<file path="src/common/pmem_cfg_pkg.sv">
package pmem_cfg_pkg;

	// four ingress and four egress interfaces
	localparam int num_iface = 4;
	localparam int iface_w = 2;

	// one beat on the stream
	localparam int data_w = 64;
	// unused bytes in the last beat
	localparam int empty_w = 3;

	// packet store, 256 beats per input
	localparam int addr_w = 8;
	localparam int store_depth = 1 << addr_w;

	// packet tags wrap at 64
	localparam int tag_w = 6;
	localparam int tag_depth = 1 << tag_w;

	// packet length in beats
	localparam int len_w = 6;

	// per-output command queue
	localparam int cmdq_depth = 8;
	localparam int cmdq_ptr_w = $clog2(cmdq_depth);

endpackage

</file>
<file path="src/common/pmem_cmd_pkg.sv">
package pmem_cmd_pkg;

	// descriptor is {empty, start address, length}
	localparam int desc_len_lsb = 0;
	localparam int desc_addr_lsb = desc_len_lsb + pmem_cfg_pkg::len_w;
	localparam int desc_empty_lsb = desc_addr_lsb + pmem_cfg_pkg::addr_w;
	localparam int desc_w = desc_empty_lsb + pmem_cfg_pkg::empty_w;

	// command is {input index, descriptor}
	localparam int cmd_in_lsb = desc_w;
	localparam int cmd_w = cmd_in_lsb + pmem_cfg_pkg::iface_w;

	// match result, top down: output, input, tag
	localparam int match_tag_lsb = 0;
	localparam int match_in_lsb = match_tag_lsb + pmem_cfg_pkg::tag_w;
	localparam int match_out_lsb = match_in_lsb + pmem_cfg_pkg::iface_w;
	localparam int match_w = match_out_lsb + pmem_cfg_pkg::iface_w;

	// egress reader states
	typedef enum logic [1:0] {
		idle,
		load,
		stream
	} egress_state_t;

endpackage

</file>
<file path="src/dispatch/match_dispatch.sv">
`timescale 1ns/10ps

module match_dispatch (
	input  logic clock,
	input  logic reset,
	input  logic [pmem_cmd_pkg::match_w-1:0] tagin_data,
	input  logic tagin_valid,
	output logic tagin_ready,
	output logic [pmem_cfg_pkg::tag_w-1:0] rd_tag,
	input  logic [pmem_cmd_pkg::desc_w-1:0] rd_desc [pmem_cfg_pkg::num_iface],
	input  logic q_almost_full [pmem_cfg_pkg::num_iface],
	output logic q_push [pmem_cfg_pkg::num_iface],
	output logic [pmem_cmd_pkg::cmd_w-1:0] q_data
);

	logic take;
	// match waiting for its descriptor
	logic pend_valid;
	logic [pmem_cfg_pkg::iface_w-1:0] pend_in;
	logic [pmem_cfg_pkg::iface_w-1:0] pend_out;

	// any queue near full stops new matches
	// the free slot absorbs the command already in flight
	always_comb begin
		tagin_ready = 1'b1;
		for (int i = 0; i < pmem_cfg_pkg::num_iface; i++) begin
			if (q_almost_full[i]) begin
				tagin_ready = 1'b0;
			end
		end
	end

	assign take = tagin_valid && tagin_ready;

	// tag goes to all four tables at once
	assign rd_tag = tagin_data[pmem_cmd_pkg::match_tag_lsb +: pmem_cfg_pkg::tag_w];

	always_ff @(posedge clock) begin
		if (reset) begin
			pend_valid <= 1'b0;
		end else begin
			pend_valid <= take;
		end
	end

	always_ff @(posedge clock) begin
		if (take) begin
			pend_in <= tagin_data[pmem_cmd_pkg::match_in_lsb +: pmem_cfg_pkg::iface_w];
			pend_out <= tagin_data[pmem_cmd_pkg::match_out_lsb +: pmem_cfg_pkg::iface_w];
		end
	end

	// pick the named input's descriptor
	assign q_data = {pend_in, rd_desc[pend_in]};

	// push into exactly one queue
	always_comb begin
		for (int i = 0; i < pmem_cfg_pkg::num_iface; i++) begin
			q_push[i] = pend_valid && (pend_out == i);
		end
	end

endmodule

</file>
<file path="config.mk">
export PLATFORM = sky130hd
export DESIGN_NAME = match_dispatch
export DESIGN_NICKNAME = d
export VERILOG_FILES = /design/src/common/pmem_cfg_pkg.sv /design/src/common/pmem_cmd_pkg.sv /design/src/dispatch/match_dispatch.sv
export SDC_FILE = /design/constraint.sdc
export NUM_CORES = 1
export LEC_CHECK = 0
export BUFFER_PORTS_ARGS = -buffer_cell sky130_fd_sc_hd__buf_2
export CAP_MARGIN = 30
export CELL_PAD_IN_SITES_DETAIL_PLACEMENT = 1
export CELL_PAD_IN_SITES_GLOBAL_PLACEMENT = 2
export CORE_ASPECT_RATIO = 2
export CORE_MARGIN = 2
export CORE_UTILIZATION = 12
export CTS_BUF_LIST = sky130_fd_sc_hd__clkbuf_8
export DETAILED_ROUTE_END_ITERATION = 6
export GPL_TIMING_DRIVEN = 0
export PLACE_DENSITY_LB_ADDON = 0.3
export SYNTH_ARGS = -nofsm -noshare
export SYNTH_HDL_FRONTEND = slang
export SYNTH_SLANG_ARGS = --single-unit
export TNS_END_PERCENT = 100
</file>
<file path="constraint.sdc">
create_clock -name clock -period 1.1 [get_ports clock]
set_input_delay 0.055 -clock clock [delete_from_list [all_inputs] [get_ports clock]]
set_output_delay 0.055 -clock clock [all_outputs]
set_load 0.02 [all_outputs]
</file>
==> metrics.txt <==
status=finished, violations left; failing checks=setup timing; largest net degree at the start of global routing=11; critical path data arrival time=1.54 ns; CP Max Fanout=5; I/O Buffers=108; placed inst area=1320 um^2; Post-Synthesis Cell Area=687 um^2; slack of the critical path=-0.492 ns; Slew headroom=84.5%; final hold viol count=0; minimum clock period=1.59 ns; non-filler cells, final=216; hold depth=1; number of placed instances, taps included=about 210; flop and latch count out of synthesis=5; startpoint class of the critical path=flop; Detail Placement HPWL=roughly 3100 um; vias in the first global route=1,059; actual slew at the worst max-slew pin=0.231 ns; clock sink total=5; # fillers=644; Synth Area per Inst=17.2 um^2; drt drc=0; pre-CTS setup slack=-0.346 ns; register area share after synthesis=20.4%; area of the multi-input gates=roughly 460 um^2; Initial Util=12.2%; Peak VDD IR=between 600 and 700 uV; Nets=roughly 240; clk root buf=clkbuf_8; vias per cell=approximately 4.3; GRT Total Usage=10.8%; Worst-path clk slew=0.04 ns; WL/cell=about 16 um; Hold Crit Class=primary input to flop; antenna violations before repair=0; final setup vio count=17; Max Freq=~0.63 GHz; Post-Syn Instances=40; Ports=115; vias=924; total global routing overflow=0; Yosys top cell by area=mux4_2; Core Rows=39; final core occ=27.1%; post-route ant nets=0; Critical Path RT=1.04 ns; area grow syn2layout=122%; design area=~1500 um^2; final worst-path cycle share=145%; core area=about 5600 um^2; syn nets=125; cts bufs inserted=3; Synth top area share=32.8%; hold_ws=0.00649 ns; Lkg Pwr=approximately 0.76 nW; Chip Width=57.5 um; CTS tree=done; Pwr Density=approximately 660 nW/um^2; total of max-cap violations=0; Synth area leaders=mux4_2 33%, mux4_1 27%, edfxtp_1 17%; DR iter-0 viols=between 60 and 70; Pre-antenna DRT Iters=3; deepest clock path buffer count=2; Crit. End Element=output pin; max-slew violation count=0; critical path class=flop to output pin; die area=6380 um^2; Final GP Congestion=~0.77; first-pass GRT wire length=between 5000 and 6000 um; register area=~140 um^2; ANT cells=0; H-Tree Depth=1; YS warnings=0; DIE HEIGHT=111 um; Routed WL=around 3500 um; unrepaired setup endpoints after global routing=yes; post-synthesis cell type count=15; cts hold-fix bufs=0; share of layout cells above drive strength 1=92.9%
-- layer usage --
| layer | routed length, um | share of wire [%] | track usage (%) |
|---|---|---|---|
| met4 | 27 | 0.77 | 2.79 |
| met3 | 548 | 16 | 4.32 |
| met5 | 0 | 0 | 0 |
| met1 | 1210 | 35 | 11.7 |
| met2 | 1700 | 49 | 18.9 |
-- critical path: stages (launching register included) --
cell       delay (ns)
edfxtp_1         0.36
buf_6            0.15
clkbuf_16        0.15
mux4_2           0.51
buf_6            0.15
-- where the power goes --
| part | total (mW) | internal [mW] | switching [mW] | leakage (nW) |
|---|---|---|---|---|
| combinational | 0.457 | 0.274 | 0.183 | 0.685 |
| clock | 0.333 | 0.239 | 0.0940 | 0.0269 |
| sequential | 0.212 | 0.209 | 0.00271 | 0.0442 |
-- cells in the final DEF (no fill, tap or decap) --
cell type,n
dfxtp_1,1
nor2_1,1
and3b_1,2
buf_12,2
inv_1,1
nand2_1,1
nor3b_2,1
buf_6,19
and3_4,1
nor4_4,1
buf_4,11
clkbuf_8,3
edfxtp_1,4
clkbuf_16,1
and2_1,1
mux4_2,17
buf_2,88
-- repair_timing --
item,CTS,global route
pin swaps,0,1
endpoints found under the setup margin,19,20
cloned,0,1
setup buffers,2,0
gates resized for setup,26,23
-- logic make-up (layout without fill, tap and decap cells) --
| group | count (synthesis) | in the layout | synth area share, % |
|---|---|---|---|
| muxes | 17 | 17 | 59.6 |
| DFF | 5 | 5 | 20.4 |
| and+or+nand+nor | 8 | 8 | 7.47 |
| buffers and inverters | 10 | 125 | 12.6 |
-- flip-flops by register name, summed over array words and instances (netlist names) --
signal      count
pend_in         2
pend_out        2
pend_valid      1
-- Yosys cell counts --
cell type,count
mux4_2,10
mux4_1,7
buf_4,6
edfxtp_1,4
and3b_1,2
buf_2,2
and2_1,1
and3_1,1
buf_12,1
buf_6,1
dfxtp_1,1
nand2_1,1
nor2_1,1
nor3b_1,1
nor4_1,1
-- per-stage QoR --
| stage | total power, mW | setup TNS (ns) |
|---|---|---|
| floorplan | 0.397 | -4.77 |
| global placement | 0.602 | -4.30 |
| detailed placement | 0.605 | -4.67 |
| CTS | 0.983 | -8.28 |
| global route | 1.05 | -9.20 |
| finish | 1.00 | -7.96 |
-- final timing paths --
path | startpoint | endpoint | slack [ns]
hold / removal | tagin_data[8] | pend_out[0] | 0.006
setup / recovery | pend_in[0] | q_data[14] | -0.49
-- final cells by class --
cell class                 count  share of cell area [%]
multi-input combinational     25                    30.2
sequential                     5                    9.20
clock inverter                 1                   0.247
timing repair buffer         111                    46.8
tap                           61                    5.01
clock buffer                   3                    2.71
buffer                        10                    5.83
Power figures use the tool's default switching activity.
