<file path="src/common/pmem_cfg_pkg.sv">
package pmem_cfg_pkg;

	// four ingress and four egress interfaces
	localparam int num_iface = 4;
	localparam int iface_w = 2;

	// one beat on the stream
	localparam int data_w = 64;
	// unused bytes in the last beat
	localparam int empty_w = 3;

	// packet store, 256 beats per input
	localparam int addr_w = 8;
	localparam int store_depth = 1 << addr_w;

	// packet tags wrap at 64
	localparam int tag_w = 6;
	localparam int tag_depth = 1 << tag_w;

	// packet length in beats
	localparam int len_w = 6;

	// per-output command queue
	localparam int cmdq_depth = 8;
	localparam int cmdq_ptr_w = $clog2(cmdq_depth);

endpackage

</file>
<file path="src/common/pmem_cmd_pkg.sv">
package pmem_cmd_pkg;

	// descriptor is {empty, start address, length}
	localparam int desc_len_lsb = 0;
	localparam int desc_addr_lsb = desc_len_lsb + pmem_cfg_pkg::len_w;
	localparam int desc_empty_lsb = desc_addr_lsb + pmem_cfg_pkg::addr_w;
	localparam int desc_w = desc_empty_lsb + pmem_cfg_pkg::empty_w;

	// command is {input index, descriptor}
	localparam int cmd_in_lsb = desc_w;
	localparam int cmd_w = cmd_in_lsb + pmem_cfg_pkg::iface_w;

	// match result, top down: output, input, tag
	localparam int match_tag_lsb = 0;
	localparam int match_in_lsb = match_tag_lsb + pmem_cfg_pkg::tag_w;
	localparam int match_out_lsb = match_in_lsb + pmem_cfg_pkg::iface_w;
	localparam int match_w = match_out_lsb + pmem_cfg_pkg::iface_w;

	// egress reader states
	typedef enum logic [1:0] {
		idle,
		load,
		stream
	} egress_state_t;

endpackage

</file>
<file path="src/dispatch/cmd_queue.sv">
`timescale 1ns/10ps

module cmd_queue (
	input  logic clock,
	input  logic reset,
	input  logic push,
	input  logic [pmem_cmd_pkg::cmd_w-1:0] push_data,
	input  logic pop,
	output logic [pmem_cmd_pkg::cmd_w-1:0] head,
	output logic empty,
	output logic almost_full
);

	logic [pmem_cmd_pkg::cmd_w-1:0] mem [pmem_cfg_pkg::cmdq_depth];
	logic [pmem_cfg_pkg::cmdq_ptr_w-1:0] wr_ptr;
	logic [pmem_cfg_pkg::cmdq_ptr_w-1:0] rd_ptr;
	// entries held, needs one more bit than the pointers
	logic [pmem_cfg_pkg::cmdq_ptr_w:0] count;

	// show-ahead, oldest entry always visible
	assign head = mem[rd_ptr];
	assign empty = (count == '0);
	// at most one free slot
	assign almost_full = (count >= pmem_cfg_pkg::cmdq_depth - 1);

	always_ff @(posedge clock) begin
		if (push) begin
			mem[wr_ptr] <= push_data;
		end
	end

	always_ff @(posedge clock) begin
		if (reset) begin
			wr_ptr <= '0;
			rd_ptr <= '0;
			count <= '0;
		end else begin
			// pointers wrap on their own, depth is a power of two
			if (push) begin
				wr_ptr <= wr_ptr + 1'b1;
			end
			if (pop) begin
				rd_ptr <= rd_ptr + 1'b1;
			end
			case ({push, pop})
				2'b10: count <= count + 1'b1;
				2'b01: count <= count - 1'b1;
				default: count <= count;
			endcase
		end
	end

	a_no_overflow: assert property (@(posedge clock) disable iff (reset)
		push |-> (count < pmem_cfg_pkg::cmdq_depth));

	a_no_underflow: assert property (@(posedge clock) disable iff (reset)
		pop |-> !empty);

endmodule

</file>
<file path="config.mk">
export PLATFORM = sky130hd
export DESIGN_NAME = cmd_queue
export DESIGN_NICKNAME = d
export VERILOG_FILES = /design/src/common/pmem_cfg_pkg.sv /design/src/common/pmem_cmd_pkg.sv /design/src/dispatch/cmd_queue.sv
export SDC_FILE = /design/constraint.sdc
export NUM_CORES = 1
export LEC_CHECK = 0
export BUFFER_PORTS_ARGS = -buffer_cell sky130_fd_sc_hd__buf_2
export CAP_MARGIN = 25
export CORE_UTILIZATION = 32
export DETAILED_ROUTE_END_ITERATION = 16
export PLACE_DENSITY_LB_ADDON = 0.1
export RECOVER_POWER = 100
export SETUP_SLACK_MARGIN = 0.15
export SLEW_MARGIN = 10
export SYNTH_ARGS = -nofsm -noshare
export SYNTH_HDL_FRONTEND = slang
export SYNTH_SLANG_ARGS = --single-unit
</file>
<file path="constraint.sdc">
create_clock -name clock -period 3.35 [get_ports clock]
set_input_delay 0.67 -clock clock [delete_from_list [all_inputs] [get_ports clock]]
set_output_delay 0.67 -clock clock [all_outputs]
set_load 0.02 [all_outputs]
</file>
==> reports/qor.yml <==
p_leak_nw: 2.35
ir_drop_uv: 377
tns_ps: 0
clk-insertion-delay-late_ps: 410
die_w_um: 144
synth_cell_types: 29
pre_cts_ws_ps: 973
die_area_um2: 20700
place.detailed.hpwl_mm: 6.78
fin_ws_ps: 499
wl_per_cell_um: 19.8
drt.antenna.violating_nets: 0
grt_max_degree: 39
cts_setup_buffers: 0
tightest_slew_ps: 1550
status: "finished with violations"
p_seq_share_pct: 51.0
nets: 379
p_comb_share_pct: 9.3
yosys_register_bits: 165
chipHeight_um: 144
netlist_instances: 290
track_usage_pct: 13.2
grt_pass1_wl_mm: 18.7
fillers: 1830
drtIter0Drc: 228
cp.arrival_ps: 2880
vias: 2862
failed_checks: "max-capacitance violations, max-slew violations"
worstPathRequired_ps: 3370
fin_crit_sh_pct: 85.1
drc_errors: 0
yosysWarnings: 0
grt.overflow.total: 0
area_growth_pct: 15.9
clockPowerShare_pct: 39.7
htree_levels: 4
rsz0062_at_grt: "no"
cts_resized: 0
firstDrtPassIters: 4
numPortBuffers: 43
relSlewSlack_pct: -3.22
hold_path.class: "flip-flop to flip-flop"
placementRows: 51
globalplace.congestion: 0.675
clkSlewWorstSetupHoldPaths_ps: 60
post-route-min-period_ps: 2850
path_cells: "clkbuf_1 -> nand2b_1 -> nor3_1 -> clkbuf_1"
critical_path_class: "input pin to flip-flop"
ys_seq_area_share_pct: 74.8
root_buffer: "clkbuf_16"
crit_top_cell: "clkbuf_1"
max_stage_delay_ps: 950
syn_area_per_cell_um2: 22.2
numCtsBuffers: 17
cts_tree: "done"
cp-end-kind: "flip-flop"
syn_area_um2: 6450
drv_slew: 80
ios: 44
n_antenna_cell: 0
rrSetupSlack_ps: 660
internal-power_mw: 3.58
wl_mm: 12.4
postCtsHoldBufs: 0
cts.sinks: 165
setup_viol: 0
synthesis.nets: 318
switching_share_pct: 22.0
crit_slowest_cell: "clkbuf_1"
p_switching_mw: 1.01
fmax_mhz: 351
core_area_um2: 19600
worst_setup_path_start_kind: "input pin"
power.density_nw_per_um2: 614
first_global_vias: 3031
layout-drive-gt1-share_pct: 24.4
clock_skew_ps: 3.88
via_per_inst: 4.57
hold_viol_final: 0
crit_fanout: 15
antenna_found_initial: 0
initial_core_util_pct: 32.9
cts_max_path_buffers: 2
max_cap_violations: 5
-- metal layers --
metal | track usage [%] | up-vias | wire length [um]
met1 | 16.6 | 1492 | 5710
met5 | 0 | - | 0
met4 | 4.87 | 0 | 158
met2 | 21.6 | 43 | 6120
li1 | - | 1314 | -
met3 | 3.63 | 13 | 391
-- cells in the mapped netlist, drive strengths merged --
cell	number	share of area [%]
edfxtp	152	71
mux4	38	14
mux2	20	4.5
nor2	17	0.99
dfxtp	13	4.0
buf	10	1.3
ha	5	0.97
nand2	5	0.29
xor2	5	0.68
nand2b	4	0.39
mux2i	3	0.47
a21oi	2	0.16
clkbuf	2	0.12
nor3	2	0.16
o21ai	2	0.16
xnor2	2	0.27
a31o	1	0.14
a32o	1	0.16
inv	1	0.058
nor2b	1	0.097
nor3b	1	0.12
nor4	1	0.097
o22ai	1	0.097
or3	1	0.097
-- power groups by stage --
stage	registers (mW)	clock network [mW]	logic, mW
finish	2.34	1.82	0.428
global route	2.35	1.96	0.467
CTS	2.34	1.88	0.464
detailed placement	2.38	0	0.464
global placement	2.38	0	0.460
floorplan	2.37	0	0.329
-- cell usage in the layout, fill, tap and decap left out, types with 3 or more instances in the layout --
master / Yosys / layout
nor2_1: 17 / 12
xor2_1: 5 / 5
mux2_4: 18 / 18
mux2i_1: 3 / 3
clkbuf_16: 0 / 17
mux4_1: 9 / 9
nand2_1: 5 / 5
clkbuf_1: 2 / 50
mux4_2: 29 / 29
dfxtp_1: 13 / 11
clkinvlp_4: 0 / 4
nor2_2: 0 / 5
ha_1: 5 / 5
edfxtp_1: 152 / 152
nand2b_1: 4 / 4
clkinv_2: 0 / 4
-- worst paths after layout --
kind,from,endpoint,depth (start not counted)
setup / recovery,push,mem[0][14]$_DFFE_PP_,4
hold / removal,rd_ptr[1]$_SDFFE_PP0P_,flip-flop,2
setup reg to reg,wr_ptr[2]$_SDFFE_PP0P_,mem[0][14]$_DFFE_PP_,3
hold reg to reg,rd_ptr[1]$_SDFFE_PP0P_,flip-flop,2
-- registers in the layout, summed over array words and instances (netlist names), named ones only --
| name | count |
|---|---|
| wr_ptr | 3 |
| count | 4 |
| rd_ptr | 3 |
| mem | 152 |
-- final cells by class --
| class | instances | area [um2] | share of cell area, % |
|---|---|---|---|
| Sequential cell | 165 | 4830 | 64.6 |
| Multi-Input combinational cell | 112 | 1540 | 20.6 |
| Clock buffer | 18 | 429 | 5.74 |
| Tap cell | 265 | 332 | 4.44 |
| Timing Repair Buffer | 54 | 229 | 3.06 |
| Clock inverter | 11 | 114 | 1.52 |
| Inverter | 1 | 3.75 | 0.0502 |
-- logic make-up (layout without fill, tap and decap cells) --
kind of cell / Yosys count / in the layout / synth area share (%)
flip-flops: 165 / 165 / 74.8
multiplexers: 61 / 61 / 18.8
AND/OR/NAND/NOR: 32 / 32 / 2.23
buffers and inverters: 13 / 84 / 1.51
AO/OA/AOI/OAI: 7 / 7 / 0.699
XOR/XNOR: 7 / 7 / 0.951
adder cells (fa/ha/maj): 5 / 5 / 0.970
-- per-stage QoR --
step,power [mW],hold slack (ps),utilization [%],std cells,area [um2]
global placement,2.84,508,35.9,597,7040
floorplan,2.70,485,-,290,6450
global route,4.77,575,38.1,626,7470
finish,4.59,534,38.1,626,7470
CTS,4.68,511,38.7,626,7580
detailed placement,2.85,516,35.9,597,7040
-- worst max-delay path: cells and delay by family --
kind	cells	cell delay, ps
buf+inv	2	1210
simple gates	2	990
(Power assumes the default switching activity.)
