--- src/common/pmem_cfg_pkg.sv ---
package pmem_cfg_pkg;

	// four ingress and four egress interfaces
	localparam int num_iface = 4;
	localparam int iface_w = 2;

	// one beat on the stream
	localparam int data_w = 64;
	// unused bytes in the last beat
	localparam int empty_w = 3;

	// packet store, 256 beats per input
	localparam int addr_w = 8;
	localparam int store_depth = 1 << addr_w;

	// packet tags wrap at 64
	localparam int tag_w = 6;
	localparam int tag_depth = 1 << tag_w;

	// packet length in beats
	localparam int len_w = 6;

	// per-output command queue
	localparam int cmdq_depth = 8;
	localparam int cmdq_ptr_w = $clog2(cmdq_depth);

endpackage

--- src/common/pmem_cmd_pkg.sv ---
package pmem_cmd_pkg;

	// descriptor is {empty, start address, length}
	localparam int desc_len_lsb = 0;
	localparam int desc_addr_lsb = desc_len_lsb + pmem_cfg_pkg::len_w;
	localparam int desc_empty_lsb = desc_addr_lsb + pmem_cfg_pkg::addr_w;
	localparam int desc_w = desc_empty_lsb + pmem_cfg_pkg::empty_w;

	// command is {input index, descriptor}
	localparam int cmd_in_lsb = desc_w;
	localparam int cmd_w = cmd_in_lsb + pmem_cfg_pkg::iface_w;

	// match result, top down: output, input, tag
	localparam int match_tag_lsb = 0;
	localparam int match_in_lsb = match_tag_lsb + pmem_cfg_pkg::tag_w;
	localparam int match_out_lsb = match_in_lsb + pmem_cfg_pkg::iface_w;
	localparam int match_w = match_out_lsb + pmem_cfg_pkg::iface_w;

	// egress reader states
	typedef enum logic [1:0] {
		idle,
		load,
		stream
	} egress_state_t;

endpackage

--- src/packet_buffer/packet_table.sv ---
`timescale 1ns/10ps

module packet_table (
	input  logic clock,
	input  logic wr_en,
	input  logic [pmem_cfg_pkg::tag_w-1:0] wr_tag,
	input  logic [pmem_cmd_pkg::desc_w-1:0] wr_desc,
	input  logic [pmem_cfg_pkg::tag_w-1:0] rd_tag,
	output logic [pmem_cmd_pkg::desc_w-1:0] rd_desc
);

	// one descriptor per tag
	logic [pmem_cmd_pkg::desc_w-1:0] mem [pmem_cfg_pkg::tag_depth];

	always_ff @(posedge clock) begin
		if (wr_en) begin
			mem[wr_tag] <= wr_desc;
		end
	end

	// registered read, descriptor shows up one clock after the tag
	always_ff @(posedge clock) begin
		rd_desc <= mem[rd_tag];
	end

endmodule

--- config.mk ---
export PLATFORM = sky130hd
export DESIGN_NAME = packet_table
export DESIGN_NICKNAME = d
export VERILOG_FILES = /design/src/common/pmem_cfg_pkg.sv /design/src/common/pmem_cmd_pkg.sv /design/src/packet_buffer/packet_table.sv
export SDC_FILE = /design/constraint.sdc
export NUM_CORES = 1
export LEC_CHECK = 0
export BUFFER_PORTS_ARGS = -buffer_cell sky130_fd_sc_hd__buf_2
export CORE_MARGIN = 2
export CORE_UTILIZATION = 39
export CTS_CLUSTER_SIZE = 28
export DETAILED_ROUTE_END_ITERATION = 8
export HOLD_SLACK_MARGIN = 0.03
export MAX_ROUTING_LAYER = met4
export PLACE_DENSITY = 0.65
export SYNTH_ARGS = -nofsm -noshare
export SYNTH_HDL_FRONTEND = slang
export SYNTH_SLANG_ARGS = --single-unit
--- constraint.sdc ---
create_clock -name clock -period 3.3 [get_ports clock]
set_input_delay 0.33 -clock clock [delete_from_list [all_inputs] [get_ports clock]]
set_output_delay 0.33 -clock clock [all_outputs]
set_load 0.01 [all_outputs]
==> run summary <==
The flow ran to the end, and the final reports show no timing, DRC or antenna violations. Measured in cells, the most critical reg-to-reg path has a length of 5. The start of the worst register-to-register path was mem[11][9]$_DFFE_PP_. The tools report the net count after synthesis as 1,984. The endpoint of the worst-slack reg-to-reg timing path was rd_desc[9]$_DFF_P_.

The logs give 3 for the maximum number of buffers from clock root to sink and 20.5k for the number of global-route vias before repair. The CTS clock-pin slew for the worst setup and hold paths is 0.06 ns. The initial antenna violation count came out at 18.

Buffers inserted during clock tree synthesis total 104. In this run the post-CTS setup repair buffer count came out at 0. The floorplan step defined a core boundary enclosing 107,000 um2.

The later pin in the worst-skew pair is clocked with a latency of 0.68 ns. The run gives 0.118 as the worst slew margin relative to its limit. Setup repair after global routing left no endpoint under its margin.

Setup total negative slack on the finished layout was measured at 0 ns. For the final database, setup skew stands at 0.0288 ns. STA classifies the critical path endpoint as a flop. Synthesized flop and latch total: 1,105. The final weighted congestion in routability-driven placement was 0.935. The path type of the worst min-delay path was in -> reg.

Power spread over the standard cell area amounts to 593 nW/um2. The worst endpoint data arrival time came out at 3.14 ns. The most critical setup path has its startpoint at rd_tag[0].

After floorplanning, the core was divided into 120 placement rows. For the maximum number of pins on one net before global-route repair, the log shows 65. The total overflow left after global routing is 0. TritonCTS built the clock tree.

Dividing the detail-routed wire length by the instance count gives 27.8 um. For this run, the number of Yosys warnings is 0. The share of the clock period used by the worst path after layout is 0.785, and the overall power is 28,700 uW. The sequential share of the synthesized area was 0.780; the floorplan die width was 334 um.

Setup violations remaining at the end of the flow were counted as 0. Detailed routing inserted a total of 20.7k vias. The tree built by TritonCTS fans out to 1,105 sinks.

STA classifies the critical path startpoint as an input pin. The mean number of vias per cell is 5.67, and the power share of the clock group is 0.404. End of the critical path: rd_desc[7]$_DFF_P_.

The H-tree was split into 3 levels. The clock period could shrink to 2.59 ns. Maximum achievable frequency: 386 MHz. The count of buffers added on input and output ports is 47. After detailed routing, the total wire length is 101,000 um. The final-layout worst hold slack is 0.166 ns, and the I/O pin count is 48.

Before antenna repair, the detailed router went through 5 iterations. In this run, post-CTS repair resized a total of 0 instances. The total routing resource utilization after global routing is 0.187, and the switching power summed over all nets is 6080 uW.

The run gives 0 as the final count of pins violating max slew. The critical path class was in -> reg. In the final design database the tool counted 2,176 nets. The sequential power share came out at 0.543. The data required time of the worst path was 3.85 ns. The die is 334 um tall. The tools report the initial core utilization as 0.394.

The area growth from synthesis to layout is 14.3%. After the first detailed-routing iteration, the DRC count stood at 2,511. The run gives 146,000 um as the global-route wire length before repair.

The maximum fanout encountered on the critical timing path was 39. Counting distinct cell types in the post-synthesis netlist gives 38. The tools report the power share of the combinational group as 0.053. At the pin with the least slew margin, the transition time is 1.32 ns. The switching share of power is 0.212, and the HPWL after detailed placement is 61,400 um. The number of max-cap violations was 0. In this run the remaining antenna-violating nets after routing total 0. For flop-to-flop paths, the worst setup slack is 1.03 ns. The die covers 111,000 um2. In the routed design, unresolved DRC markers number 0. The internal power summed over all cells was 22,600 uW.

The clock tree root driver cell was sky130_fd_sc_hd__clkbuf_16. The tools report the final-report hold violation count as 0. Ratio of cells with drive above 1 in the final layout: 0.263.

The average instance in the mapped netlist occupies 21.7 um2. For the peak ir drop on the vdd network, the log shows 0.354 mV. The synthesized netlist occupies a cell area of 42,300 um2. In this run the static leakage power is 0.0154 uW.

Synthesis produced 1,953 cells. Cts-stage hold buffer count: 0.
## cells in the mapped netlist
library cell | n | area (um2)
sky130_fd_sc_hd__clkbuf_4 | 1 | 7.51
sky130_fd_sc_hd__a211oi_2 | 2 | 25.0
sky130_fd_sc_hd__nand4_1 | 4 | 25.0
sky130_fd_sc_hd__nand2_1 | 25 | 93.8
sky130_fd_sc_hd__nand4b_1 | 1 | 8.76
sky130_fd_sc_hd__o221ai_1 | 11 | 96.3
sky130_fd_sc_hd__buf_8 | 3 | 45.0
sky130_fd_sc_hd__and4_1 | 10 | 87.6
sky130_fd_sc_hd__a221oi_1 | 43 | 377
sky130_fd_sc_hd__nand3b_1 | 2 | 15.0
sky130_fd_sc_hd__a21boi_0 | 1 | 7.51
sky130_fd_sc_hd__mux2i_1 | 128 | 1280
sky130_fd_sc_hd__mux2_2 | 12 | 135
sky130_fd_sc_hd__inv_1 | 1 | 3.75
sky130_fd_sc_hd__a22oi_1 | 63 | 473
sky130_fd_sc_hd__buf_12 | 4 | 80.1
sky130_fd_sc_hd__nor4_1 | 4 | 25.0
sky130_fd_sc_hd__buf_2 | 34 | 170
sky130_fd_sc_hd__nand3_1 | 17 | 85.1
sky130_fd_sc_hd__a311oi_1 | 4 | 35.0
sky130_fd_sc_hd__a22o_1 | 4 | 35.0
sky130_fd_sc_hd__clkbuf_1 | 44 | 165
sky130_fd_sc_hd__nor2b_1 | 25 | 156
sky130_fd_sc_hd__or3_1 | 1 | 6.26
sky130_fd_sc_hd__dfxtp_1 | 17 | 340
sky130_fd_sc_hd__mux4_2 | 216 | 4860
sky130_fd_sc_hd__a221oi_2 | 2 | 30.0
sky130_fd_sc_hd__and3_1 | 15 | 93.8
sky130_fd_sc_hd__and2_1 | 2 | 12.5
sky130_fd_sc_hd__nand2b_1 | 3 | 18.8
sky130_fd_sc_hd__nor2_1 | 99 | 372
sky130_fd_sc_hd__buf_4 | 17 | 128
sky130_fd_sc_hd__edfxtp_1 | 1088 | 32700
sky130_fd_sc_hd__or3b_2 | 1 | 8.76
sky130_fd_sc_hd__nor3_1 | 4 | 20.0
sky130_fd_sc_hd__buf_6 | 10 | 113
sky130_fd_sc_hd__a211oi_1 | 23 | 173
sky130_fd_sc_hd__a21oi_1 | 12 | 60.1
## state kept, by name, summed over array words and instances, names as in the netlist
register / flops
mem: 1088
rd_desc: 17
## power groups by stage
stage                     Sequential [uW]  Combinational [uW]  Clock (uW)
after detailed placement            15900                1510           0
after global placement              15900                1480           0
final                               15600                1510       11600
after CTS                           15600                1520       11800
after global routing                15600                1600       12300
after floorplan                     15900                 790           0
## cell usage in the layout (no fill, tap or decap), types with 15 or more instances in the layout
cell | netlist | final
sky130_fd_sc_hd__nand3_1 | 17 | 17
sky130_fd_sc_hd__edfxtp_1 | 1088 | 1088
sky130_fd_sc_hd__buf_2 | 34 | 44
sky130_fd_sc_hd__a211oi_1 | 23 | 23
sky130_fd_sc_hd__dfxtp_1 | 17 | 17
sky130_fd_sc_hd__clkinv_1 | 0 | 21
sky130_fd_sc_hd__clkinv_2 | 0 | 17
sky130_fd_sc_hd__clkbuf_16 | 0 | 106
sky130_fd_sc_hd__buf_12 | 4 | 17
sky130_fd_sc_hd__a221oi_1 | 43 | 43
sky130_fd_sc_hd__clkbuf_1 | 44 | 23
sky130_fd_sc_hd__nor2_1 | 99 | 96
sky130_fd_sc_hd__nand2_1 | 25 | 25
sky130_fd_sc_hd__and3_1 | 15 | 15
sky130_fd_sc_hd__nor2b_1 | 25 | 24
sky130_fd_sc_hd__mux2i_1 | 128 | 128
sky130_fd_sc_hd__mux4_2 | 216 | 216
sky130_fd_sc_hd__buf_4 | 17 | 135
sky130_fd_sc_hd__a22oi_1 | 63 | 63
## logic make-up (layout without fill, tap and decap cells)
group | count (synthesis) | after routing | synth area share
flops | 1105 | 1105 | 0.780
mux | 356 | 356 | 0.148
simple gates | 213 | 213 | 0.0243
compound gates | 165 | 165 | 0.0310
buf+inv | 114 | 393 | 0.0168
other cells | 0 | 13 | 0
## worst max-delay path: stages
cell and delay, ns:
sky130_fd_sc_hd__buf_8 0.46, sky130_fd_sc_hd__buf_12 0.28, sky130_fd_sc_hd__buf_4 0.22, sky130_fd_sc_hd__mux4_2 0.25
sky130_fd_sc_hd__mux2i_1 0.10, sky130_fd_sc_hd__a22oi_1 0.51, sky130_fd_sc_hd__o221ai_1 0.46, sky130_fd_sc_hd__a211oi_1 0.47
## how the worst min path moves through the flow
stage | from | to | cells past startpoint | slack [ns]
after detailed placement | rd_desc[7]$_DFF_P_ | rd_desc[7] | 1 | 0.73
after CTS | wr_desc[0] | mem[38][0]$_DFFE_PP_ | 2 | 0.15
final | wr_desc[0] | mem[38][0]$_DFFE_PP_ | 2 | 0.17
after global routing | wr_desc[0] | mem[38][0]$_DFFE_PP_ | 2 | 0.18
after floorplan | wr_desc[0] | mem[0][0]$_DFFE_PP_ | 0 | 0.43
after global placement | rd_desc[4]$_DFF_P_ | rd_desc[4] | 1 | 0.74
## cell type report
cell class	instances	area (um2)
inverters	1	3.75
clock buffers	132	2780
clock inverters	61	542
well taps	1403	1760
fillers	8776	59000
multi-input cells	734	8640
repair buffers	199	1620
flip-flops and latches	1105	33000
diodes	13	32.5
## stage by stage
| step | instances | setup WS [ns] | utilization | cell area [um2] |
|---|---|---|---|---|
| 2_1_floorplan | 1953 | 0.865 | - | 42300 |
| 4_1_cts | 3635 | 0.793 | 0.450 | 48300 |
| 5_1_grt | 3646 | 0.693 | 0.451 | 48400 |
| 6_report | 3648 | 0.709 | 0.451 | 48400 |
| 3_3_place_gp | 3442 | 0.128 | 0.419 | 45000 |
| 3_5_place_dp | 3442 | 0.0811 | 0.419 | 45000 |
## metal layers
| layer | track usage | wire length [um] | vias to the layer above | part of all wire |
|---|---|---|---|---|
| met1 | 0.256 | 41300 | 10900 | 0.41 |
| met3 | 0.0364 | 9350 | 121 | 0.092 |
| met5 | - | 0 | - | 0 |
| met4 | 0.0554 | 2550 | 0 | 0.025 |
| met2 | 0.287 | 48000 | 1009 | 0.47 |
| li1 | - | - | 8636 | - |
Note: power is estimated with default switching activity, not from simulation.
