**config.mk**
```make
export PLATFORM = sky130hd
export DESIGN_NAME = egress_reader
export DESIGN_NICKNAME = d
export VERILOG_FILES = /design/src/common/pmem_cfg_pkg.sv /design/src/common/pmem_cmd_pkg.sv /design/src/source/egress_reader.sv
export SDC_FILE = /design/constraint.sdc
export NUM_CORES = 1
export LEC_CHECK = 0
export BUFFER_PORTS_ARGS = -buffer_cell sky130_fd_sc_hd__buf_2
export CELL_PAD_IN_SITES_DETAIL_PLACEMENT = 1
export CELL_PAD_IN_SITES_GLOBAL_PLACEMENT = 1
export CORE_AREA = 5 5 146 148
export DETAILED_ROUTE_END_ITERATION = 12
export DIE_AREA = 0 0 151 153
export GPL_TIMING_DRIVEN = 0
export PLACE_DENSITY_LB_ADDON = 0.1
export SLEW_MARGIN = 20
export SYNTH_ARGS = -nofsm -noshare
export SYNTH_HDL_FRONTEND = slang
export SYNTH_SLANG_ARGS = --single-unit
```
**constraint.sdc**
```tcl
create_clock -name clock -period 6.82 [get_ports clock]
set_input_delay 1.364 -clock clock [delete_from_list [all_inputs] [get_ports clock]]
set_output_delay 1.364 -clock clock [all_outputs]
set_load 0.005 [all_outputs]
```
**src/common/pmem_cfg_pkg.sv**
```systemverilog
package pmem_cfg_pkg;

	// four ingress and four egress interfaces
	localparam int num_iface = 4;
	localparam int iface_w = 2;

	// one beat on the stream
	localparam int data_w = 64;
	// unused bytes in the last beat
	localparam int empty_w = 3;

	// packet store, 256 beats per input
	localparam int addr_w = 8;
	localparam int store_depth = 1 << addr_w;

	// packet tags wrap at 64
	localparam int tag_w = 6;
	localparam int tag_depth = 1 << tag_w;

	// packet length in beats
	localparam int len_w = 6;

	// per-output command queue
	localparam int cmdq_depth = 8;
	localparam int cmdq_ptr_w = $clog2(cmdq_depth);

endpackage

```
**src/common/pmem_cmd_pkg.sv**
```systemverilog
package pmem_cmd_pkg;

	// descriptor is {empty, start address, length}
	localparam int desc_len_lsb = 0;
	localparam int desc_addr_lsb = desc_len_lsb + pmem_cfg_pkg::len_w;
	localparam int desc_empty_lsb = desc_addr_lsb + pmem_cfg_pkg::addr_w;
	localparam int desc_w = desc_empty_lsb + pmem_cfg_pkg::empty_w;

	// command is {input index, descriptor}
	localparam int cmd_in_lsb = desc_w;
	localparam int cmd_w = cmd_in_lsb + pmem_cfg_pkg::iface_w;

	// match result, top down: output, input, tag
	localparam int match_tag_lsb = 0;
	localparam int match_in_lsb = match_tag_lsb + pmem_cfg_pkg::tag_w;
	localparam int match_out_lsb = match_in_lsb + pmem_cfg_pkg::iface_w;
	localparam int match_w = match_out_lsb + pmem_cfg_pkg::iface_w;

	// egress reader states
	typedef enum logic [1:0] {
		idle,
		load,
		stream
	} egress_state_t;

endpackage

```
**src/source/egress_reader.sv**
```systemverilog
`timescale 1ns/10ps

module egress_reader (
	input  logic clock,
	input  logic reset,
	input  logic [pmem_cmd_pkg::cmd_w-1:0] q_head,
	input  logic q_empty,
	output logic q_pop,
	output logic [pmem_cfg_pkg::addr_w-1:0] rd_addr [pmem_cfg_pkg::num_iface],
	input  logic [pmem_cfg_pkg::data_w-1:0] rd_data [pmem_cfg_pkg::num_iface],
	output logic [pmem_cfg_pkg::data_w-1:0] tx_data,
	output logic tx_valid,
	output logic tx_sop,
	output logic tx_eop,
	output logic [pmem_cfg_pkg::empty_w-1:0] tx_empty,
	input  logic tx_ready
);

	pmem_cmd_pkg::egress_state_t state;
	// input whose store is being read
	logic [pmem_cfg_pkg::iface_w-1:0] src_q;
	// next beat address
	logic [pmem_cfg_pkg::addr_w-1:0] addr_q;
	// beats still to send
	logic [pmem_cfg_pkg::len_w-1:0] remain_q;
	logic [pmem_cfg_pkg::empty_w-1:0] pkt_empty_q;
	logic out_adv;
	logic beat_go;
	logic last_beat;

	// head is already valid, take it in the pop cycle
	assign q_pop = (state == pmem_cmd_pkg::idle) && !q_empty;

	// output register free or draining
	assign out_adv = !tx_valid || tx_ready;
	// a beat moves into the output register in load and stream
	assign beat_go = (state != pmem_cmd_pkg::idle) && out_adv;
	assign last_beat = (remain_q == 1'b1);

	// same address to every store, the source mux picks the one we want
	always_comb begin
		for (int i = 0; i < pmem_cfg_pkg::num_iface; i++) begin
			rd_addr[i] = addr_q;
		end
	end

	always_ff @(posedge clock) begin
		if (reset) begin
			state <= pmem_cmd_pkg::idle;
			src_q <= '0;
			addr_q <= '0;
			remain_q <= '0;
		end else begin
			case (state)
				pmem_cmd_pkg::idle: begin
					if (q_pop) begin
						src_q <= q_head[pmem_cmd_pkg::cmd_in_lsb +: pmem_cfg_pkg::iface_w];
						addr_q <= q_head[pmem_cmd_pkg::desc_addr_lsb +: pmem_cfg_pkg::addr_w];
						remain_q <= q_head[pmem_cmd_pkg::desc_len_lsb +: pmem_cfg_pkg::len_w];
						state <= pmem_cmd_pkg::load;
					end
				end
				pmem_cmd_pkg::load, pmem_cmd_pkg::stream: begin
					if (out_adv) begin
						// wraps at the end of the store
						addr_q <= addr_q + 1'b1;
						remain_q <= remain_q - 1'b1;
						state <= last_beat ? pmem_cmd_pkg::idle : pmem_cmd_pkg::stream;
					end
				end
				default: state <= pmem_cmd_pkg::idle;
			endcase
		end
	end

	always_ff @(posedge clock) begin
		if (reset) begin
			tx_valid <= 1'b0;
		end else if (beat_go) begin
			tx_valid <= 1'b1;
		end else if (out_adv) begin
			tx_valid <= 1'b0;
		end
	end

	// payload of the output register, held while stalled
	always_ff @(posedge clock) begin
		if (q_pop) begin
			pkt_empty_q <= q_head[pmem_cmd_pkg::desc_empty_lsb +: pmem_cfg_pkg::empty_w];
		end
		if (beat_go) begin
			tx_data <= rd_data[src_q];
			// first beat always leaves from load
			tx_sop <= (state == pmem_cmd_pkg::load);
			tx_eop <= last_beat;
			tx_empty <= last_beat ? pkt_empty_q : '0;
		end
	end

	a_hold_on_stall: assert property (@(posedge clock) disable iff (reset)
		(tx_valid && !tx_ready) |=>
		(tx_valid && $stable(tx_data) && $stable(tx_sop) && $stable(tx_eop)
			&& $stable(tx_empty)));

endmodule

```
==> impl_metrics.toml, run 1 <==
[worst_setup_path]
end_kind = "output port"
critPathMostFrequentCell = "buf_2"
critPathSlowestCell = "nor2b_1"
slowest_delay_ns = 0.40
cpLargestDelayFamily = "simple AND/OR/NAND/NOR gates"
r2r_cells = 5
cp_num_buf_inv = 2
setup.worst_path.start = "q_empty"
path_max_fanout = 6
start_kind = "input port"
reg2reg_slack_ns = 5.02
crit_type = "in2out"
cp.depth = 3
reg2reg_from = "state[0]"
cp.required_ns = 5.46
worstSetupEndpoint = "q_pop"
crit_chain = "buf_2 > nor2b_1 > buf_2"
crit-reg2reg-capture = "tx_data[8]"
crit_arrival_ns = 2.08

[route]
num_vias = 4444
wl_per_cell_um = 21.75
first_pass_iters = 4
dr.first_iter.drc_count = 219
drc = 0
final_antenna_net_count = 0
via_per_inst = 4.516
wl_um = 21400

[finish]
fillerInstances = 2276
multiInputGateArea_sq_um = 2182
final_cell_mix = "391 x buf_2, 72 x edfxtp_1, 64 x mux4_2, 26 x buf_4, 19 x dfxtp_1"
final_util_pct = 38.78
fin_cells = 984
regArea_sq_um = 2542
drive_gt1_share_pct = 73.17
fin_nets = 992
final_area_sq_um = 7720
syn2layout_area_growth_pct = 52.01
final_common_cell = "buf_2"

[global_route]
grt_max_degree = 24
first_global_vias = 4823
grt_pass1_wl_um = 30730
grt_util_all_layers_pct = 17.88
antenna_found_initial = 3
gr-total-overflow = 0

[timing]
finalSetupViolations = 0
hold_ws_ns = 0.5012
max_slew_margin_pct = 62.14
worst_slew_pin_slew_ns = 0.5679
rsz0062_at_grt = "no"
min_period_over_period_pct = 50.53
period_needed_ns = 3.446
skew_ns = 0.009202
fmax_ghz = 0.2902
slew_violations = 0
finalHoldViolations = 0

[synthesis]
synthTopCellsByArea = "edfxtp_1 43%, mux4_2 28%, dfxtp_1 7.5%"
synth_area_sq_um = 5079
syn-num-nets = 597
synth_top_cell_by_area = "edfxtp_1"
ys_seq_area_share_pct = 50.06
syn_inst = 312
synth_area_per_cell_sq_um = 16.28
yosys_warnings = 0
synth_top_area_share_pct = 42.57
synth_cell_type_count = 45
yosys_register_bits = 91

[placement]
gp_congestion = 0.8014
hpwl_um = 18310
dpl_cell_area_sq_um = 7413
place_inst = 966
io_buffers = 381

[clock_network]
cts_resized = 0
holdBufCountCts = 0
htreeDepth = 3
numClockSinks = 91
cts_tree = "yes"
postCtsSetupRepairBufs = 0
numCtsBuffers = 9
cts_max_path_buffers = 2
clkTransAtPathRegs_ns = 0.07
root_buffer = "clkbuf_16"
clock_latency_ns = 0.35

[hold_path]
min_path_type = "reg2reg"

[power_and_ir_drop]
ir_drop_mv = 0.2280
p_leak_nw = 3.423
power_density_nw_per_um2 = 381.9

[floorplan]
die_y_um = 153
core-area_sq_um = 19910
dieArea_sq_um = 23100
die_width_um = 151
ioPinCount = 382
initial_core_util_pct = 25.51
fp-row-count = 52

[flow_run]
maxCapViolCount = 0

[run_status]
status = "completed"
==> worst reg2reg max path, stage by stage, from the launching register on <==
cell and delay (ns):
dfxtp_1 0.33, inv_1 0.08, ha_1 0.31, nor2b_4 0.34, buf_16 0.22, buf_16 0.20
==> final cells by class <==
cell class	count	share of cell area, %
Sequential cell	91	32.93
Multi-Input combinational cell	170	28.27
Timing Repair Buffer	384	25.77
Buffer	46	4.441
Tap cell	270	4.376
Clock buffer	9	2.917
Clock inverter	7	0.9887
Inverter	5	0.2431
Antenna cell	2	0.06483
==> where the power goes <==
| part | leakage, nW | switching (W) | internal, W |
|---|---|---|---|
| combinational | 2.44 | 0.000727 | 0.000677 |
| clock | 0.144 | 0.000229 | 0.000287 |
| sequential | 0.839 | 0.000106 | 0.000922 |
==> routing by layer <==
| layer | routed length [um] | vias to the layer above | global-route usage [%] |
|---|---|---|---|
| met5 | 12 | - | 0 |
| met4 | 547 | 2 | 6.002 |
| met3 | 1434 | 32 | 4.442 |
| met2 | 11440 | 182 | 32.45 |
| met1 | 7965 | 2173 | 20.25 |
| li1 | - | 2055 | - |
==> worst min path at each step <==
stage                startpoint     endpoint  slack, ns  cells past startpoint
floorplan           remain_q[5]  remain_q[5]       0.47                      2
global placement    remain_q[5]  remain_q[5]       0.49                      2
detailed placement  remain_q[5]  remain_q[5]       0.50                      2
CTS                 remain_q[5]  remain_q[5]       0.50                      2
global route        remain_q[5]  remain_q[5]       0.55                      2
finish              remain_q[5]  remain_q[5]       0.50                      2
==> per-stage QoR <==
step / setup WS, ns / power [W] / TNS [ns]
final: 3.374 / 0.002948 / 0
after global routing: 3.267 / 0.003149 / 0
after CTS: 3.354 / 0.003008 / 0
after detailed placement: 3.356 / 0.002480 / 0
after global placement: -0.01653 / 0.002416 / -0.8187
after floorplan: 1.747 / 0.001809 / 0
==> state kept, by name, summed over array words and instances, names as in the netlist <==
signal / cells
tx_empty: 3
addr_q: 8
tx_sop: 1
tx_data: 64
remain_q: 6
tx_valid: 1
tx_eop: 1
pkt_empty_q: 3
src_q: 2
state: 2
==> synthesized netlist by cell type, drive strengths merged <==
cell type	n
o22a	1
o32ai	2
a211oi	7
and4	1
or3	1
o211a	1
dfxtp	19
o22ai	2
nor3	1
a21o	1
nor4	1
mux2i	4
nand4b	1
edfxtp	72
nand2	13
o211ai	1
o2bb2ai	3
o21ai	7
nand3b	2
a311oi	1
a221oi	1
o31a	1
or2	1
nor2b	3
ha	6
nand3	4
clkbuf	2
a21oi	16
and3	4
mux4	64
nand4	3
nand2b	3
a31oi	1
buf	44
inv	5
and2	3
nor2	10
==> kinds of logic after synthesis <==
logic type / Yosys count / synth area share, %
flip-flops: 91 / 50.06
multiplexers: 68 / 29.17
buffers and inverters: 51 / 7.120
AND/OR/NAND/NOR: 51 / 5.593
AO/OA/AOI/OAI: 45 / 6.578
adder cells (fa/ha/maj): 6 / 1.478
No activity file was read; power rests on OpenSTA's default activity.
==> inputs of run 2 (changes only) <==
--- a/config.mk
+++ b/config.mk
@@ -8,9 +8,9 @@
 export BUFFER_PORTS_ARGS = -buffer_cell sky130_fd_sc_hd__buf_2
 export CELL_PAD_IN_SITES_DETAIL_PLACEMENT = 1
 export CELL_PAD_IN_SITES_GLOBAL_PLACEMENT = 1
-export CORE_AREA = 5 5 146 148
+export CORE_AREA = 5 5 145 147
 export DETAILED_ROUTE_END_ITERATION = 12
-export DIE_AREA = 0 0 151 153
+export DIE_AREA = 0 0 150 152
 export GPL_TIMING_DRIVEN = 0
 export PLACE_DENSITY_LB_ADDON = 0.1
 export SLEW_MARGIN = 20
==> constraint.sdc (replaced) <==
create_clock -name clock -period 3.3 [get_ports clock]
set_input_delay 0.66 -clock clock [delete_from_list [all_inputs] [get_ports clock]]
set_output_delay 0.66 -clock clock [all_outputs]
set_load 0.005 [all_outputs]
==> impl_metrics.toml, run 2 (synthesis gave the netlist of run 1 again) <==
[floorplan]
initial_core_util_pct = 25.68
dieArea_sq_um = 22800
die_width_um = 150
die_y_um = 152
core-area_sq_um = 19780
ioPinCount = 382
fp-row-count = 52

[clock_network]
cts_resized = 0
htreeDepth = 3
clock_latency_ns = 0.34
numClockSinks = 91
root_buffer = "clkbuf_16"
numCtsBuffers = 9
clkTransAtPathRegs_ns = 0.07
postCtsSetupRepairBufs = 0
cts_max_path_buffers = 2
holdBufCountCts = 0
cts_tree = "yes"

[timing]
finalHoldViolations = 0
slew_violations = 0
period_needed_ns = 2.528
worst_slew_pin_slew_ns = 0.7575
finalSetupViolations = 0
hold_ws_ns = 0.4955
min_period_over_period_pct = 76.59
max_slew_margin_pct = 49.39
fmax_ghz = 0.3956
rsz0062_at_grt = "no"
skew_ns = 0.009535

[finish]
drive_gt1_share_pct = 73.00
fin_nets = 991
final_common_cell = "buf_2"
largest_reg_flops = 64
regMostFlops = "tx_data"
top_regs = "tx_data: 64 flops, addr_q: 8 flops, remain_q: 6 flops"
syn2layout_area_growth_pct = 50.83
final_cell_mix = "391 x buf_2, 72 x edfxtp_1, 64 x mux4_2, 26 x buf_4, 19 x dfxtp_1"
fillerInstances = 2269
final_util_pct = 38.73

[route]
via_per_inst = 4.629
final_antenna_net_count = 0
dr.first_iter.drc_count = 167
drc = 0
wl_um = 21510
wl_per_cell_um = 21.88
first_pass_iters = 4
num_vias = 4550

[worst_setup_path]
end_kind = "output port"
path_max_fanout = 6
crit_chain = "inv_1 > ha_1 > nor2b_1 > buf_2"
cp.required_ns = 2.64
start_kind = "flop"
slowest_delay_ns = 0.53
crit_arrival_ns = 1.87
crit_type = "reg2out"
critPathSlowestCell = "nor2b_1"
reg2reg_slack_ns = 1.16

[global_route]
antenna_found_initial = 2
grt_max_degree = 25
first_global_vias = 5153
grt_util_all_layers_pct = 18.21
grt_pass1_wl_um = 31110
gr-total-overflow = 0

[flow_run]
maxCapViolCount = 0

[power_and_ir_drop]
power_density_nw_per_um2 = 775.7
ir_drop_mv = 0.4148
p_leak_nw = 3.389

[run_status]
status = "completed"

[placement]
io_buffers = 381
gp_congestion = 0.8358
hpwl_um = 18490

[hold_path]
min_path_type = "in2reg"
[run 2: area by class of cell]
cell class,instances,area (sq um),share of cell area (%)
Sequential cell,91,2542,33.19
Multi-Input combinational cell,170,2182,28.49
Timing Repair Buffer,383,1962,25.61
Buffer,46,342.8,4.476
Tap cell,270,337.8,4.410
Clock buffer,10,229.0,2.989
Clock inverter,6,40.04,0.5227
Inverter,5,18.77,0.2450
Antenna cell,2,5.005,0.06534
[run 2: power breakdown]
part           switching, W  internal (W)
logic               0.00150       0.00136
clock network      0.000437      0.000510
registers          0.000232       0.00191
[run 2: worst paths after layout]
kind,from,endpoint,cells after the start
setup reg to reg,state[0],tx_data[31],5
hold reg to reg,remain_q[5],remain_q[5],2
hold / removal,q_head[14],pkt_empty_q[0],1
setup / recovery,state[1],q_pop,4
[run 2: per-layer routing]
metal | vias up | GRT usage, % | wire [um]
li1 | 2052 | - | -
met1 | 2250 | 20.05 | 7888
met2 | 229 | 33.65 | 11460
met3 | 19 | 5.004 | 1807
met4 | 0 | 5.621 | 345
met5 | - | 0 | 0
[run 2: worst max-delay path: cells and delay by family, from the launching register on]
family / cells / cell delay (ns)
adder cells (fa/ha/maj): 1 / 0.36
buffers and inverters: 2 / 0.34
flip-flops: 1 / 0.30
AND/OR/NAND/NOR: 1 / 0.53
[run 2: metrics by stage]
step / power (W) / cell area (sq um) / TNS, ns / instances / setup slack (ns)
6_report: 0.005941 / 7660 / 0 / 983 / 0.7724
3_5_place_dp: 0.005083 / 7386 / 0 / 965 / 0.9269
3_3_place_gp: 0.004928 / 7326 / -43.64 / 963 / -0.6429
4_1_cts: 0.006065 / 7655 / 0 / 981 / 0.7375
2_1_floorplan: 0.003716 / 5081 / 0 / 312 / 0.2567
5_1_grt: 0.006345 / 7660 / 0 / 983 / 0.5791
==> inputs of run 3 (changes only) <==
--- a/config.mk
+++ b/config.mk
@@ -8,9 +8,9 @@
 export BUFFER_PORTS_ARGS = -buffer_cell sky130_fd_sc_hd__buf_2
 export CELL_PAD_IN_SITES_DETAIL_PLACEMENT = 1
 export CELL_PAD_IN_SITES_GLOBAL_PLACEMENT = 1
-export CORE_AREA = 5 5 145 147
+export CORE_MARGIN = 5
+export CORE_UTILIZATION = 27
 export DETAILED_ROUTE_END_ITERATION = 12
-export DIE_AREA = 0 0 150 152
 export GPL_TIMING_DRIVEN = 0
 export PLACE_DENSITY_LB_ADDON = 0.1
 export SLEW_MARGIN = 20
==> constraint.sdc (replaced) <==
create_clock -name clock -period 2.1 [get_ports clock]
set_input_delay 0.42 -clock clock [delete_from_list [all_inputs] [get_ports clock]]
set_output_delay 0.42 -clock clock [all_outputs]
set_load 0.005 [all_outputs]
==> impl_metrics.toml, run 3 (synthesis gave the netlist of run 1 again) <==
[power_and_ir_drop]
ir_drop_mv = 0.6377
p_leak_nw = 3.426
power.total_w = 0.009583
power_density_nw_per_um2 = 1251

[route]
first_pass_iters = 4
drc = 0
final_antenna_net_count = 0
dr.first_iter.drc_count = 146
wl_um = 21590
via_per_inst = 4.765
wl_per_cell_um = 22.82
num_vias = 4508

[global_route]
busiest_layer = "met2"
use_met3_pct = 5.583
gr-total-overflow = 0
use_met1_pct = 22.48
grt_use_met2_pct = 33.62
antenna_found_initial = 3
grt_util_all_layers_pct = 19.16
grt_max_degree = 26
grt_pass1_wl_um = 31180
first_global_vias = 5006

[timing]
fmax_ghz = 0.5102
slew_violations = 0
rsz0062_at_grt = "no"
worst_slew_pin_slew_ns = 0.6720
finalHoldViolations = 0
min_period_over_period_pct = 93.33
setup_ws_ns = 0.1400
finalSetupViolations = 0
max_slew_margin_pct = 55.20
skew_ns = 0.009963
hold_ws_ns = 0.2569
period_needed_ns = 1.960

[placement]
dp_slack_ns = -0.02754
hpwl_um = 18160
io_buffers = 381
gp_congestion = 0.8489
dpl_cell_area_sq_um = 7336

[hold_path]
min_to = "pkt_empty_q[2]"
min_path_type = "in2reg"
min_from = "q_head[16]"
whs_path_depth = 1

[worst_setup_path]
crit-reg2reg-capture = "tx_data[5]"
crit_arrival_ns = 1.54
reg2reg_from = "state[0]"
end_kind = "output port"
r2r_cells = 5
cp.required_ns = 1.68
crit_type = "reg2out"
start_kind = "flop"
reg2reg_slack_ns = 0.26
path_max_fanout = 7

[finish]
top_regs = "tx_data: 64 flops, addr_q: 8 flops, remain_q: 6 flops"
final_cell_mix = "391 x buf_2, 72 x edfxtp_1, 64 x mux4_2, 26 x buf_4, 19 x dfxtp_1"
drive_gt1_share_pct = 73.42
fin_nets = 992
final_area_sq_um = 7662
syn2layout_area_growth_pct = 50.87
final_common_cell = "buf_2"
largest_reg_flops = 64
regMostFlops = "tx_data"

[clock_network]
numCtsBuffers = 9
cts_max_path_buffers = 2
clkTransAtPathRegs_ns = 0.06
numClockSinks = 91
clock_latency_ns = 0.34
root_buffer = "clkbuf_16"
htreeDepth = 3
holdBufCountCts = 0
cts_tree = "yes"

[floorplan]
core-area_sq_um = 18640
dieArea_sq_um = 21650
ioPinCount = 382
die_y_um = 147.2
die_width_um = 147.2
fp-row-count = 50
initial_core_util_pct = 27.24

[run_status]
status = "completed"

[flow_run]
maxCapViolCount = 0
run 3: changes by cell type in the layout (fill, tap and decap cells not counted), sizes merged:
cell      delta
bufinv       +2
nor2b        +1
diode        -1
inv          -1
clkinv       +1
clkinvlp     -3
run 3: per-layer routing:
layer / wire, um / part of all wire, %
met2: 11290 / 52
met5: 21 / 0.097
met4: 481 / 2.2
met3: 1551 / 7.2
met1: 8246 / 38
run 3: cell type report:
class                           count  area [sq um]
Sequential cell                    91          2542
Clock inverter                      5         78.83
Antenna cell                        1         2.502
Multi-Input combinational cell    171          2201
Timing Repair Buffer              383          1954
Inverter                            5         18.77
Clock buffer                       10         229.0
Fill cell                        2110         10980
Buffer                             46         342.8
Tap cell                          234         292.8
run 3: per-stage QoR:
stage	util [%]	TNS, ns	instances
after detailed placement	39.35	-0.6122	929
after CTS	41.01	0	944
after floorplan	-	0	312
after global placement	39.09	-35.27	927
after global routing	41.10	0	946
final	41.10	0	946
run 3: worst max path at each step:
stage	from	end	slack (ns)	depth (start not counted)
2_1_floorplan	state[0]	tx_data[0]	0.04	3
3_3_place_gp	tx_ready	tx_data[6]	-0.52	3
3_5_place_dp	tx_ready	tx_data[11]	-0.03	5
4_1_cts	state[0]	tx_data[11]	0.02	5
5_1_grt	state[1]	q_pop	0.07	4
6_report	state[1]	q_pop	0.14	4
run 3: worst max-delay path, stage by stage, from the launching register on:
cell and delay [ns]:
dfxtp_1 0.30, inv_1 0.11, ha_2 0.33, nor2b_4 0.30, buf_2 0.16
run 3: power breakdown:
part	switching [W]	total, W	internal [W]
sequential	0.000376	0.00338	0.00300
clock	0.000677	0.00171	0.00104
combinational	0.00236	0.00449	0.00213
run 3: timing repair:
| action | CTS | global route |
|---|---|---|
| resized for setup | 1 | 1 |
| buffers inserted | 0 | 0 |
| cloned | 0 | 1 |
| setup endpoints to repair | 1 | 24 |
